==> src/source/rob_defines.svh <==
// Core sizing macros for the rename, reorder and retire core
// Slot counts per cycle, storage depths and the index widths built from them

`ifndef ROB_DEFINES_SVH
`define ROB_DEFINES_SVH

// ==================================================
// Slots per cycle
// ==================================================
// Instructions renamed and dispatched per cycle
`define DP_WIDTH            2
// Instructions retired per cycle
`define RT_WIDTH            2
// Completion notices accepted per cycle
`define CDB_WIDTH           2

// ==================================================
// Storage depths
// ==================================================
`define ROB_ENTRY_NUM       32
`define ARCH_REG_NUM        32
`define PHY_REG_NUM         64

// ==================================================
// Derived index widths
// ==================================================
`define ARCH_REG_IDX_WIDTH  $clog2(`ARCH_REG_NUM)
`define TAG_IDX_WIDTH       $clog2(`PHY_REG_NUM)
`define ROB_IDX_WIDTH       $clog2(`ROB_ENTRY_NUM)

`endif

==> src/source/rob_pkg.sv <==
// Shared types of the rename, reorder and retire core
// Index vectors plus the records passed between the three stages

`include "rob_defines.svh"

package rob_pkg;

    // ==================================================
    // Index vectors
    // ==================================================
    // Architectural register number
    typedef logic [`ARCH_REG_IDX_WIDTH-1:0] arch_reg_t;
    // Physical register tag
    typedef logic [`TAG_IDX_WIDTH-1:0]      tag_t;
    // Reorder buffer slot number
    typedef logic [`ROB_IDX_WIDTH-1:0]      rob_idx_t;

    // ==================================================
    // Stage to stage records
    // ==================================================
    // Renamed instruction from rename into the reorder buffer
    // Valid means the slot was accepted this cycle
    typedef struct packed {
        logic      valid;
        arch_reg_t arch_reg;
        tag_t      tag;
        tag_t      tag_old;
    } dp_rob_t;

    // Completion notice for one reorder buffer entry
    typedef struct packed {
        logic     valid;
        rob_idx_t rob_idx;
    } cdb_t;

    // Instruction leaving the reorder buffer in program order
    typedef struct packed {
        logic      valid;
        arch_reg_t arch_reg;
        tag_t      tag;
        tag_t      tag_old;
    } retire_t;

    // Tag handed back to the free list
    typedef struct packed {
        logic valid;
        tag_t tag;
    } free_t;

endpackage

==> src/source/rename_stage.sv <==
// Rename stage
// Gives each dispatched instruction a fresh physical tag from a FIFO free list
// and looks up the previous tag of its destination in the speculative map table

`timescale 1ns/100ps
`include "rob_defines.svh"

module rename_stage (
    input  logic                                 clk_i,
    input  logic                                 rst_i,
    input  logic             [`DP_WIDTH-1:0]     dp_valid_i,
    input  rob_pkg::arch_reg_t [`DP_WIDTH-1:0]   dp_arch_reg_i,
    input  logic             [`DP_WIDTH-1:0]     rob_ready_i,
    input  rob_pkg::free_t   [`RT_WIDTH-1:0]     free_i,
    output logic             [`DP_WIDTH-1:0]     dp_ready_o,
    output rob_pkg::dp_rob_t [`DP_WIDTH-1:0]     dp_rob_o
);
    import rob_pkg::*;

    // Free list holds every tag not mapped architecturally
    localparam int FL_DEPTH = `PHY_REG_NUM - `ARCH_REG_NUM;
    localparam int FL_PTR_W = $clog2(FL_DEPTH);
    localparam int CNT_W    = $clog2(`DP_WIDTH) + 1;

    // Speculative map table
    tag_t smt [`ARCH_REG_NUM];

    // Free list storage and pointers
    tag_t                fl_mem [FL_DEPTH];
    logic [FL_PTR_W-1:0] fl_rd_ptr;
    logic [FL_PTR_W-1:0] fl_wr_ptr;
    logic [FL_PTR_W:0]   fl_count;
    logic [`DP_WIDTH-1:0] fl_ready;

    // Per slot acceptance and renaming results
    logic [`DP_WIDTH-1:0] dp_acc;
    tag_t                 new_tag [`DP_WIDTH];
    logic [CNT_W-1:0]     pop_cnt;
    logic [CNT_W-1:0]     push_cnt;
    logic [FL_PTR_W-1:0]  push_ptr [`RT_WIDTH];

    // ==================================================
    // Dispatch readiness
    // ==================================================
    // Bottom-up ready from the free list occupancy
    always_comb begin
        for (int k = 0; k < `DP_WIDTH; k++) begin
            fl_ready[k] = (fl_count > k);
        end
    end

    // Both the buffer and the free list must have room
    assign dp_ready_o = rob_ready_i & fl_ready;
    assign dp_acc     = dp_valid_i & dp_ready_o;

    // ==================================================
    // Tag assignment and old tag lookup
    // ==================================================
    always_comb begin
        pop_cnt = '0;
        for (int k = 0; k < `DP_WIDTH; k++) begin
            // Next unused tag from the free list head
            new_tag[k] = fl_mem[fl_rd_ptr + FL_PTR_W'(pop_cnt)];
            dp_rob_o[k].valid    = dp_acc[k];
            dp_rob_o[k].arch_reg = dp_arch_reg_i[k];
            dp_rob_o[k].tag      = new_tag[k];
            // Older slot in the same cycle overrides the table
            dp_rob_o[k].tag_old  = smt[dp_arch_reg_i[k]];
            for (int j = 0; j < k; j++) begin
                if (dp_acc[j] && (dp_arch_reg_i[j] == dp_arch_reg_i[k])) begin
                    dp_rob_o[k].tag_old = new_tag[j];
                end
            end
            pop_cnt = pop_cnt + CNT_W'(dp_acc[k]);
        end
    end

    // Write slots for returned tags, slot 0 first
    always_comb begin
        push_cnt = '0;
        for (int k = 0; k < `RT_WIDTH; k++) begin
            push_ptr[k] = fl_wr_ptr + FL_PTR_W'(push_cnt);
            push_cnt    = push_cnt + CNT_W'(free_i[k].valid);
        end
    end

    // ==================================================
    // Speculative map table update
    // ==================================================
    // Identity map after reset, younger slot wins on a collision
    always_ff @(posedge clk_i) begin
        if (rst_i) begin
            for (int i = 0; i < `ARCH_REG_NUM; i++) begin
                smt[i] <= tag_t'(i);
            end
        end else begin
            for (int k = 0; k < `DP_WIDTH; k++) begin
                if (dp_acc[k]) begin
                    smt[dp_arch_reg_i[k]] <= new_tag[k];
                end
            end
        end
    end

    // ==================================================
    // Free list FIFO
    // ==================================================
    // Starts full with the upper half of the tag space in order
    always_ff @(posedge clk_i) begin
        if (rst_i) begin
            fl_rd_ptr <= '0;
            fl_wr_ptr <= '0;
            fl_count  <= (FL_PTR_W+1)'(FL_DEPTH);
            for (int i = 0; i < FL_DEPTH; i++) begin
                fl_mem[i] <= tag_t'(`ARCH_REG_NUM + i);
            end
        end else begin
            fl_rd_ptr <= fl_rd_ptr + FL_PTR_W'(pop_cnt);
            fl_wr_ptr <= fl_wr_ptr + FL_PTR_W'(push_cnt);
            fl_count  <= fl_count + (FL_PTR_W+1)'(push_cnt) - (FL_PTR_W+1)'(pop_cnt);
            for (int k = 0; k < `RT_WIDTH; k++) begin
                if (free_i[k].valid) begin
                    fl_mem[push_ptr[k]] <= free_i[k].tag;
                end
            end
        end
    end

endmodule

==> src/source/rob.sv <==
// Reorder buffer
// Circular buffer of renamed instructions kept in program order
// Entries are marked done out of order and leave from the head in order

`timescale 1ns/100ps
`include "rob_defines.svh"

module rob (
    input  logic                                clk_i,
    input  logic                                rst_i,
    input  rob_pkg::dp_rob_t  [`DP_WIDTH-1:0]   dp_rob_i,
    input  rob_pkg::cdb_t     [`CDB_WIDTH-1:0]  cdb_i,
    output logic              [`DP_WIDTH-1:0]   rob_ready_o,
    output rob_pkg::rob_idx_t [`DP_WIDTH-1:0]   rob_idx_o,
    output rob_pkg::retire_t  [`RT_WIDTH-1:0]   rt_o
);
    import rob_pkg::*;

    localparam int IDX_W = `ROB_IDX_WIDTH;
    // Pointers carry one extra wrap bit
    localparam int PTR_W = IDX_W + 1;

    // Payload of one entry
    typedef struct packed {
        arch_reg_t arch_reg;
        tag_t      tag;
        tag_t      tag_old;
    } rob_entry_t;

    // ==================================================
    // Storage and pointers
    // ==================================================
    rob_entry_t                 ent_data [`ROB_ENTRY_NUM];
    logic [`ROB_ENTRY_NUM-1:0]  ent_valid;
    logic [`ROB_ENTRY_NUM-1:0]  ent_complete;

    logic [PTR_W-1:0] head;
    logic [PTR_W-1:0] tail;
    logic [PTR_W-1:0] used_num;
    logic [PTR_W-1:0] free_num;

    // Dispatch placement
    rob_idx_t dp_idx [`DP_WIDTH];
    rob_idx_t dp_cnt;

    // Retire selection
    rob_idx_t rt_ptr [`RT_WIDTH];
    rob_idx_t rt_cnt;

    // ==================================================
    // Occupancy and ready
    // ==================================================
    // Wrap bit makes the plain difference exact for full and empty
    assign used_num = tail - head;
    assign free_num = PTR_W'(`ROB_ENTRY_NUM) - used_num;

    // Ready bits fill from slot 0 upward
    always_comb begin
        for (int k = 0; k < `DP_WIDTH; k++) begin
            rob_ready_o[k] = (free_num > k);
        end
    end

    // Accepted slots take consecutive entries from the tail
    always_comb begin
        dp_cnt = '0;
        for (int k = 0; k < `DP_WIDTH; k++) begin
            dp_idx[k]    = tail[IDX_W-1:0] + dp_cnt;
            rob_idx_o[k] = dp_idx[k];
            dp_cnt       = dp_cnt + rob_idx_t'(dp_rob_i[k].valid);
        end
    end

    // ==================================================
    // In-order retire selection
    // ==================================================
    // A slot retires only if every entry from the head up to it is done
    always_comb begin
        logic chain;
        chain  = 1'b1;
        rt_cnt = '0;
        for (int k = 0; k < `RT_WIDTH; k++) begin
            rt_ptr[k] = head[IDX_W-1:0] + rob_idx_t'(k);
            chain     = chain & ent_valid[rt_ptr[k]] & ent_complete[rt_ptr[k]];
            rt_o[k].valid    = chain;
            rt_o[k].arch_reg = ent_data[rt_ptr[k]].arch_reg;
            rt_o[k].tag      = ent_data[rt_ptr[k]].tag;
            rt_o[k].tag_old  = ent_data[rt_ptr[k]].tag_old;
            rt_cnt = rt_cnt + rob_idx_t'(chain);
        end
    end

    // ==================================================
    // Entry state and pointer update
    // ==================================================
    always_ff @(posedge clk_i) begin
        if (rst_i) begin
            head         <= '0;
            tail         <= '0;
            ent_valid    <= '0;
            ent_complete <= '0;
        end else begin
            head <= head + PTR_W'(rt_cnt);
            tail <= tail + PTR_W'(dp_cnt);
            // Completion notices in any order
            for (int c = 0; c < `CDB_WIDTH; c++) begin
                if (cdb_i[c].valid) begin
                    ent_complete[cdb_i[c].rob_idx] <= 1'b1;
                end
            end
            // Retired entries become free
            for (int k = 0; k < `RT_WIDTH; k++) begin
                if (rt_o[k].valid) begin
                    ent_valid[rt_ptr[k]]    <= 1'b0;
                    ent_complete[rt_ptr[k]] <= 1'b0;
                end
            end
            // New entries start not done
            for (int k = 0; k < `DP_WIDTH; k++) begin
                if (dp_rob_i[k].valid) begin
                    ent_valid[dp_idx[k]]    <= 1'b1;
                    ent_complete[dp_idx[k]] <= 1'b0;
                end
            end
        end
    end

    // Payload written at dispatch
    always_ff @(posedge clk_i) begin
        for (int k = 0; k < `DP_WIDTH; k++) begin
            if (dp_rob_i[k].valid) begin
                ent_data[dp_idx[k]].arch_reg <= dp_rob_i[k].arch_reg;
                ent_data[dp_idx[k]].tag      <= dp_rob_i[k].tag;
                ent_data[dp_idx[k]].tag_old  <= dp_rob_i[k].tag_old;
            end
        end
    end

endmodule

==> src/source/retire_stage.sv <==
// Retire stage
// Commits retiring tags to the architectural map table and
// returns each displaced tag to the free list

`timescale 1ns/100ps
`include "rob_defines.svh"

module retire_stage (
    input  logic                               clk_i,
    input  logic                               rst_i,
    input  rob_pkg::retire_t [`RT_WIDTH-1:0]   rt_i,
    input  rob_pkg::arch_reg_t                 amt_rd_idx_i,
    output rob_pkg::free_t   [`RT_WIDTH-1:0]   free_o,
    output rob_pkg::tag_t                      amt_rd_tag_o
);
    import rob_pkg::*;

    // Architectural map table
    tag_t amt [`ARCH_REG_NUM];

    // ==================================================
    // Map table update
    // ==================================================
    // Identity map after reset
    // Slots are applied in order so the younger retire wins
    always_ff @(posedge clk_i) begin
        if (rst_i) begin
            for (int i = 0; i < `ARCH_REG_NUM; i++) begin
                amt[i] <= tag_t'(i);
            end
        end else begin
            for (int k = 0; k < `RT_WIDTH; k++) begin
                if (rt_i[k].valid) begin
                    amt[rt_i[k].arch_reg] <= rt_i[k].tag;
                end
            end
        end
    end

    // ==================================================
    // Freed tags and read port
    // ==================================================
    // Old mapping is dead once its successor retires
    always_comb begin
        for (int k = 0; k < `RT_WIDTH; k++) begin
            free_o[k].valid = rt_i[k].valid;
            free_o[k].tag   = rt_i[k].tag_old;
        end
    end

    // Committed mapping of one register
    assign amt_rd_tag_o = amt[amt_rd_idx_i];

endmodule

==> src/source/rob_core.sv <==
// Rename, reorder and retire core
// Chains the rename stage, the reorder buffer and the retire stage

`timescale 1ns/100ps
`include "rob_defines.svh"

module rob_core (
    input  logic                                clk_i,
    input  logic                                rst_i,
    // Dispatch
    input  logic               [`DP_WIDTH-1:0]  dp_valid_i,
    input  rob_pkg::arch_reg_t [`DP_WIDTH-1:0]  dp_arch_reg_i,
    output logic               [`DP_WIDTH-1:0]  dp_ready_o,
    output rob_pkg::tag_t      [`DP_WIDTH-1:0]  dp_tag_o,
    output rob_pkg::rob_idx_t  [`DP_WIDTH-1:0]  dp_rob_idx_o,
    // Completion
    input  rob_pkg::cdb_t      [`CDB_WIDTH-1:0] cdb_i,
    // Retire
    output rob_pkg::retire_t   [`RT_WIDTH-1:0]  rt_o,
    // Architectural map read port
    input  rob_pkg::arch_reg_t                  amt_rd_idx_i,
    output rob_pkg::tag_t                       amt_rd_tag_o
);
    import rob_pkg::*;

    // ==================================================
    // Inter-stage wires
    // ==================================================
    dp_rob_t [`DP_WIDTH-1:0] dp_rob;
    logic    [`DP_WIDTH-1:0] rob_ready;
    free_t   [`RT_WIDTH-1:0] free;

    // Tag given to each accepted slot
    always_comb begin
        for (int k = 0; k < `DP_WIDTH; k++) begin
            dp_tag_o[k] = dp_rob[k].tag;
        end
    end

    // Producer side
    rename_stage u_rename (
        .clk_i         (clk_i),
        .rst_i         (rst_i),
        .dp_valid_i    (dp_valid_i),
        .dp_arch_reg_i (dp_arch_reg_i),
        .rob_ready_i   (rob_ready),
        .free_i        (free),
        .dp_ready_o    (dp_ready_o),
        .dp_rob_o      (dp_rob)
    );

    // Program order buffer
    rob u_rob (
        .clk_i       (clk_i),
        .rst_i       (rst_i),
        .dp_rob_i    (dp_rob),
        .cdb_i       (cdb_i),
        .rob_ready_o (rob_ready),
        .rob_idx_o   (dp_rob_idx_o),
        .rt_o        (rt_o)
    );

    // Consumer side
    retire_stage u_retire (
        .clk_i        (clk_i),
        .rst_i        (rst_i),
        .rt_i         (rt_o),
        .amt_rd_idx_i (amt_rd_idx_i),
        .free_o       (free),
        .amt_rd_tag_o (amt_rd_tag_o)
    );

endmodule

==> config.mk <==
export PLATFORM = sky130hd
export DESIGN_NAME = rob_core
export DESIGN_NICKNAME = d
export VERILOG_FILES = /design/src/source/rob_pkg.sv /design/src/source/rename_stage.sv /design/src/source/rob.sv /design/src/source/retire_stage.sv /design/src/source/rob_core.sv
export VERILOG_INCLUDE_DIRS = /design/src /design/src/source
export SDC_FILE = /design/constraint.sdc
export NUM_CORES = 2
export LEC_CHECK = 0
export BUFFER_PORTS_ARGS = -buffer_cell sky130_fd_sc_hd__buf_2
export CAP_MARGIN = 20
export CORE_MARGIN = 8
export CORE_UTILIZATION = 35
export CTS_BUF_LIST = sky130_fd_sc_hd__clkbuf_8
export DETAILED_ROUTE_END_ITERATION = 10
export PLACE_DENSITY = 0.45
export SYNTH_ARGS = -nofsm -noshare
export SYNTH_HDL_FRONTEND = slang
export SYNTH_SLANG_ARGS = --single-unit
==> constraint.sdc <==
create_clock -name clk_i -period 15 [get_ports clk_i]
set_clock_uncertainty 0.05 [all_clocks]
set_input_delay 2.25 -clock clk_i [delete_from_list [all_inputs] [get_ports clk_i]]
set_output_delay 2.25 -clock clk_i [all_outputs]
set_load 0.01 [all_outputs]
# Word-level counts from Yosys, hierarchy flattened
# Memory sizes are Yosys's and may differ from the RTL's. A register that Yosys moved wholly into a read port is not among the register bits.
# Index checks and enable logic that the tools add are counted.
[op_classes] muxes=75 n_eq_ne=1 n_reduce_logical=13 add_sub_neg=16 bitwise_logic=19 magnitude_cmp=16
[op_table] op="$mux 32" n=18
[op_table] op="$and 32x32->32" n=6
[op_table] op="$not 32->32" n=4
[op_table] op="$or 32x32->32" n=4
[op_table] op="$mux 6" n=7
[op_table] op="$mux 5" n=8
[op_table] op="$lt 5x6->1 const B" n=6
[op_table] op="$reduce_or 6->1" n=6
[op_table] op="$mux 1" n=32
[op_table] op="$demux 1 s5" n=6
[op_table] op="$ge 5x1->1 const B" n=6
[op_table] op="$gt 6x1->1 const B" n=4
[op_table] op="$bmux 1 s5" n=4
[op_table] op="$add 5x1->5" n=3
[op_table] op="$add 6x5->6" n=2
[op_table] op="$add 5x2->5" n=2
[op_table] op="$add 1x1->2" n=4
[op_table] op="$logic_and 1x1->1" n=7
[op_table] op="$add 6x2->6" n=1
[op_table] op="$sub 6x2->6" n=1
[op_table] op="$sub 6x6->6" n=1
[op_table] op="$sub 6x6->6 const A" n=1
[op_table] op="$add 5x1->5 const B" n=1
[op_table] op="$eq 5x5->1" n=1
[op_table] op="2 further kinds" n=5
[word_totals] regBits=92 memories=4 input_bits=31 elab_cells=151 output_inout_bits=66 ram_bits=1120
[memory_table] memory="u_rob.ent_data" depth=32 width=17 read_ports=2 rd_ports_with_merged_regs=1 write_ports=2 line="rob.sv:33" rtl="rob_entry_t ent_data [`ROB_ENTRY_NUM];"
[memory_table] memory="u_rename.fl_mem" depth=32 width=6 read_ports=2 rd_ports_with_merged_regs=1 write_ports=32 line="rename_stage.sv:29" rtl="tag_t fl_mem [FL_DEPTH];"
[memory_table] memory="u_rename.smt" depth=32 width=6 read_ports=2 rd_ports_with_merged_regs=0 write_ports=32 line="rename_stage.sv:26" rtl="tag_t smt [`ARCH_REG_NUM];"
[memory_table] memory="u_retire.amt" depth=32 width=6 read_ports=1 rd_ports_with_merged_regs=0 write_ports=32 line="retire_stage.sv:19" rtl="tag_t amt [`ARCH_REG_NUM];"

# Depth between registers and ports, before layout
[logic_depth] ltp_word=21 mapped_depth=33 ltp_nobuf=24

# By module
# From an unflattened synthesis, not the netlist that was laid out.
[unflattened] hier_cells=5467 hier_area_um2=72960.0
[modules_own_cells] module="rob" seq_area_each_um2=17857.1 instances=1 cells_per_inst=2512 area_per_inst_um2=37166.9
[modules_own_cells] module="rename_stage" seq_area_each_um2=11851.4 instances=1 cells_per_inst=2202 area_per_inst_um2=25316.8
[modules_own_cells] module="retire_stage" seq_area_each_um2=5765.5 instances=1 cells_per_inst=753 area_per_inst_um2=10476.3

# Least setup slack after synthesis
# Ideal clock, no wire load.
[synth_timing] path_type="reg-to-output" start="register u_rob.head[0]" end="output dp_tag_o[8] in the netlist's numbering" arrival_ps=6296 path_stages_with_launch=26 n_path_buf=9 required_time_ps=12700 path_slack_ps=6404 cell_sequence="dfxtp_1 > buf_6 > buf_6 > buf_6 > buf_6 > inv_1 > ha_1 > inv_1 > ha_1 > inv_1 > fa_1 > nor2b_1 > o21ai_0 > and3_1 > o2111ai_1 > and3_1 > clkbuf_1 > clkbuf_1 > ha_1 > buf_2 > buf_1 > mux4_2 > mux4_2 > mux2i_1 > inv_1 > clkbuf_1"
[synth_rtl] item="start, declared" line="rob.sv:37" rtl="logic [PTR_W-1:0] head;"
[synth_rtl] item="start signal, assigned" line="rob.sv:103" rtl="head <= head + PTR_W'(rt_cnt);"
[synth_rtl] item="end, declared" line="rob_core.sv:14" rtl="output rob_pkg::tag_t [`DP_WIDTH-1:0] dp_tag_o,"

==> key figures <==
Detailed routing
  • Via count: 55971
  • Via/cell ratio: 6.50
  • Detailed-route wire length: 313000 um
  • Routed wirelength normalized by instance count: 36.3 um
  • First-iteration detailed-routing DRC count: 7690
  • Drt pass-1 iters: 6
  • Drt drc: 0
  • Routed Antenna Nets: 0

Timing
  • Slew @ Worst Pin: 1.24 ns
  • Setup ws final: 4.72 ns
  • Maximum clock frequency: 0.0973 GHz
  • Setup tns final: 0 ns
  • Final worst-path cycle share: 0.685
  • Max-slew headroom: 0.167
  • Count of final setup violators: 0
  • Tmin final: 10.28 ns
  • Final Hold Fails: 0
  • Max-slew violation count: 0
  • Setup repair after global routing missed its margin: no

Clock tree
  • Buffer cell driving the clock tree root: clkbuf_8
  • Clk sink count: 1212
  • Clock latency reported for the late side of the worst-skew pair: 1.01 ns
  • Post-CTS resize count: 0
  • TritonCTS buffer count: 223
  • Bufs on Longest Clock Path: 3
  • Post-CTS Setup Inserts: 0
  • Number of hold-repair buffers added at the cts stage: 0
  • Worst-path clk slew: 0.06 ns
  • CTS H-Tree Depth: 4
  • CTS tree: built

Synth
  • Share of synthesized cell area in and, or, nand and nor gates: 0.0966
  • Unique masters post-synth: 85
  • Synthesized-area fraction occupied by ao, oa, aoi and oai cells: 0.0935
  • Proportion of synthesized chip area in sequential cells: 0.485
  • Synthesized net count: 5737
  • Mux share of post-synthesis cell area: 0.271
  • Adder and majority gate portion of the synthesized area: 0.00876
  • Cell area after synthesis: 73100 sq um
  • Post-synthesis sequential element count: 1212
  • Flip-flop cell with the highest count after synthesis: edfxtp_1
  • Largest family of logic cells by synthesized area: multiplexers
  • Share of synthesized flip-flops with an asynchronous set or reset: 0
  • Avg Cell Area, Syn: 12.9 sq um
  • Number of synthesis warnings: 0
  • Number of synthesized flops with an enable pin: 1120
  • Area share of xor/xnor cells in the synthesized design: 0.00393
  • Synthesized netlist cell count: 5659

Power
  • Power density relative to cell area: 131 nW/um^2
  • Power share of the clock group: 0.290
  • Switching share of power: 0.394
  • Proportion of power drawn by flip-flops and latches: 0.379
  • Sw Pwr: 4.20 mW
  • Internal power: 6.47 mW
  • Leakage component of the power: 24.3 nW
  • Comb pwr share: 0.331
  • VDD IR-drop max: 0.103 mV

Setup path
  • Reg2reg setup slack: 7.42 ns
  • Worst endpoint required time: 12.70 ns
  • Worst Setup Start Kind: flip-flop
  • CP endpoint kind: primary output
  • Critical path fanouts, max: 48
  • Arrival time worst endpoint: 7.98 ns
  • Setup CP Type: flip-flop to primary output

Die
  • Placeable core region: 207000 sq um
  • Top-Level Pins: 97
  • Die width: 473 um
  • Site Rows: 167
  • Initial core utilization: 0.352
  • Die ar.: 224000 sq um
  • Die Y: 473 um

Placed design
  • Number of buffers inserted by port buffering: 96
  • Final estimated routing congestion in global placement: 0.900
  • Post-place instance area: 76900 sq um
  • Placement-stage worst setup slack: 5.72 ns
  • Placed wire-length estimate after detailed placement: 205000 um

Layout
  • # nets final: 5702
  • Filler Cells Inserted: 19796
  • Ratio of cells with drive above 1 in the final layout: 0.272
  • Summed area of non-filler cells in the final layout: 81200 sq um
  • Layout Area Growth over Synthesis: 11.0%

GRT
  • Number of global-route vias before repair: 54237
  • GRT Residual Overflow: 0
  • Total GRT Usage: 0.270
  • Largest net degree at the start of global routing: 105
  • Global-route wire length before repair: 436000 um
  • Antenna violations before repair: 15

Run status
  • Status: finished, final reports clean

Run
  • # Max-Cap Violations: 0

Worst hold path
  • Type of the worst min-delay path: flip-flop to flip-flop
layout make-up:
class | instances | area, sq um | share of cell area
Sequential cell | 1212 | 35500 | 0.437
Multi-Input combinational cell | 3737 | 35200 | 0.433
Tap cell | 2788 | 3490 | 0.0430
Clock buffer | 235 | 3230 | 0.0398
Timing Repair Buffer | 349 | 2480 | 0.0306
Clock inverter | 186 | 930 | 0.0114
Inverter | 101 | 380 | 0.00468
Antenna cell | 7 | 17.5 | 0.000216
cell families (layout without fill, tap and decap cells):
kind of cell | count (synthesis) | after routing
other | 0 | 7
xor gates and xnor gates | 32 | 32
muxes | 1244 | 1244
adders and majority gates | 47 | 47
DFF | 1212 | 1212
buffers and inverters | 710 | 871
AOI/OAI and AO/OA | 1006 | 1006
and+or+nand+nor | 1408 | 1408
registers in the layout, summed over array words and instances, names as in the netlist:
register,flops
u_rob.head,6
u_rename.smt,192
u_rob.ent_valid,32
u_retire.amt,192
u_rename.fl_rd_ptr,5
u_rename.fl_wr_ptr,5
u_rename.fl_mem,192
u_rob.ent_complete,32
u_rob.tail,6
u_rob.ent_data,544
u_rename.fl_count,6
synthesized netlist by cell type, types with 45 or more instances:
| library cell | number | area, sq um |
|---|---|---|
| edfxtp_1 | 1120 | 33600 |
| mux4_2 | 565 | 12700 |
| mux2i_1 | 451 | 4510 |
| clkbuf_1 | 421 | 1580 |
| nand2_1 | 338 | 1270 |
| nor2_1 | 320 | 1200 |
| nand3_1 | 242 | 1210 |
| mux2_2 | 228 | 2570 |
| a22oi_1 | 204 | 1530 |
| nor3_1 | 146 | 731 |
| a21oi_1 | 142 | 711 |
| o22ai_1 | 141 | 882 |
| o31ai_1 | 114 | 856 |
| o21ai_0 | 112 | 561 |
| a31oi_1 | 100 | 626 |
| dfxtp_1 | 92 | 1840 |
| inv_1 | 91 | 342 |
| buf_2 | 88 | 440 |
| buf_1 | 55 | 206 |
| nor4_1 | 55 | 344 |
| and3_1 | 45 | 282 |
through the flow:
| stage | std cells | utilization | total power [mW] | hold WS [ns] |
|---|---|---|---|---|
| after floorplan | 5659 | - | 5.96 | 0.402 |
| after global placement | 8174 | 0.370 | 7.55 | 0.414 |
| after detailed placement | 8178 | 0.371 | 7.57 | 0.431 |
| after CTS | 8599 | 0.391 | 10.7 | 0.440 |
| final | 8615 | 0.391 | 10.7 | 0.442 |
| after global routing | 8614 | 0.391 | 11.0 | 0.465 |
final timing paths:
kind | startpoint | endpoint | cells after the start
setup / recovery | u_rob.head[0] | dp_tag_o[9] | 19
hold / removal | u_rob.ent_valid[22] | u_rob.ent_valid[22] | 2
setup reg to reg | u_rob.head[0] | u_rob.ent_data[10][4] | 24
hold reg to reg | u_rob.ent_valid[22] | u_rob.ent_valid[22] | 2
critical path: stages, from the launching register on:
cell	delay, ns
dfxtp_4	0.62
inv_1	0.34
ha_1	0.28
inv_1	0.05
ha_1	0.17
inv_1	0.07
fa_1	0.46
nor2b_1	0.11
o21ai_0	0.11
and3_1	0.21
o2111ai_1	0.45
and3_1	0.24
buf_4	0.33
ha_4	0.77
mux4_2	0.61
mux4_2	0.57
mux2i_4	0.16
buf_4	0.54
inv_1	0.50
buf_2	0.27
cell usage in the layout (no fill, tap or decap), types with 86 or more instances in the layout:
cell type	n
a21oi_1	142
a31oi_1	100
mux4_2	565
nand3_1	242
nor2_1	297
mux2_2	228
nand2_1	337
buf_2	92
o31ai_1	114
o21ai_0	107
mux2i_1	432
inv_1	150
buf_4	244
nor3_1	132
dfxtp_1	86
o22ai_1	138
a22oi_1	204
clkbuf_8	235
edfxtp_1	1120
metal layers:
layer	global-route usage	vias up	wire, um
met2	0.427	3406	144000
met1	0.368	29166	127000
met3	0.0544	650	28700
li1	-	22747	-
met4	0.0986	2	13400
met5	0	-	15
power by group through the flow:
| stage | Sequential, mW | Clock (mW) | Combinational, mW |
|---|---|---|---|
| after CTS | 4.04 | 3.14 | 3.47 |
| final | 4.05 | 3.09 | 3.53 |
| after floorplan | 4.07 | 0 | 1.89 |
| after global placement | 4.11 | 0 | 3.44 |
| after detailed placement | 4.11 | 0 | 3.46 |
| after global routing | 4.06 | 3.28 | 3.66 |
Power figures use the tool's default switching activity.
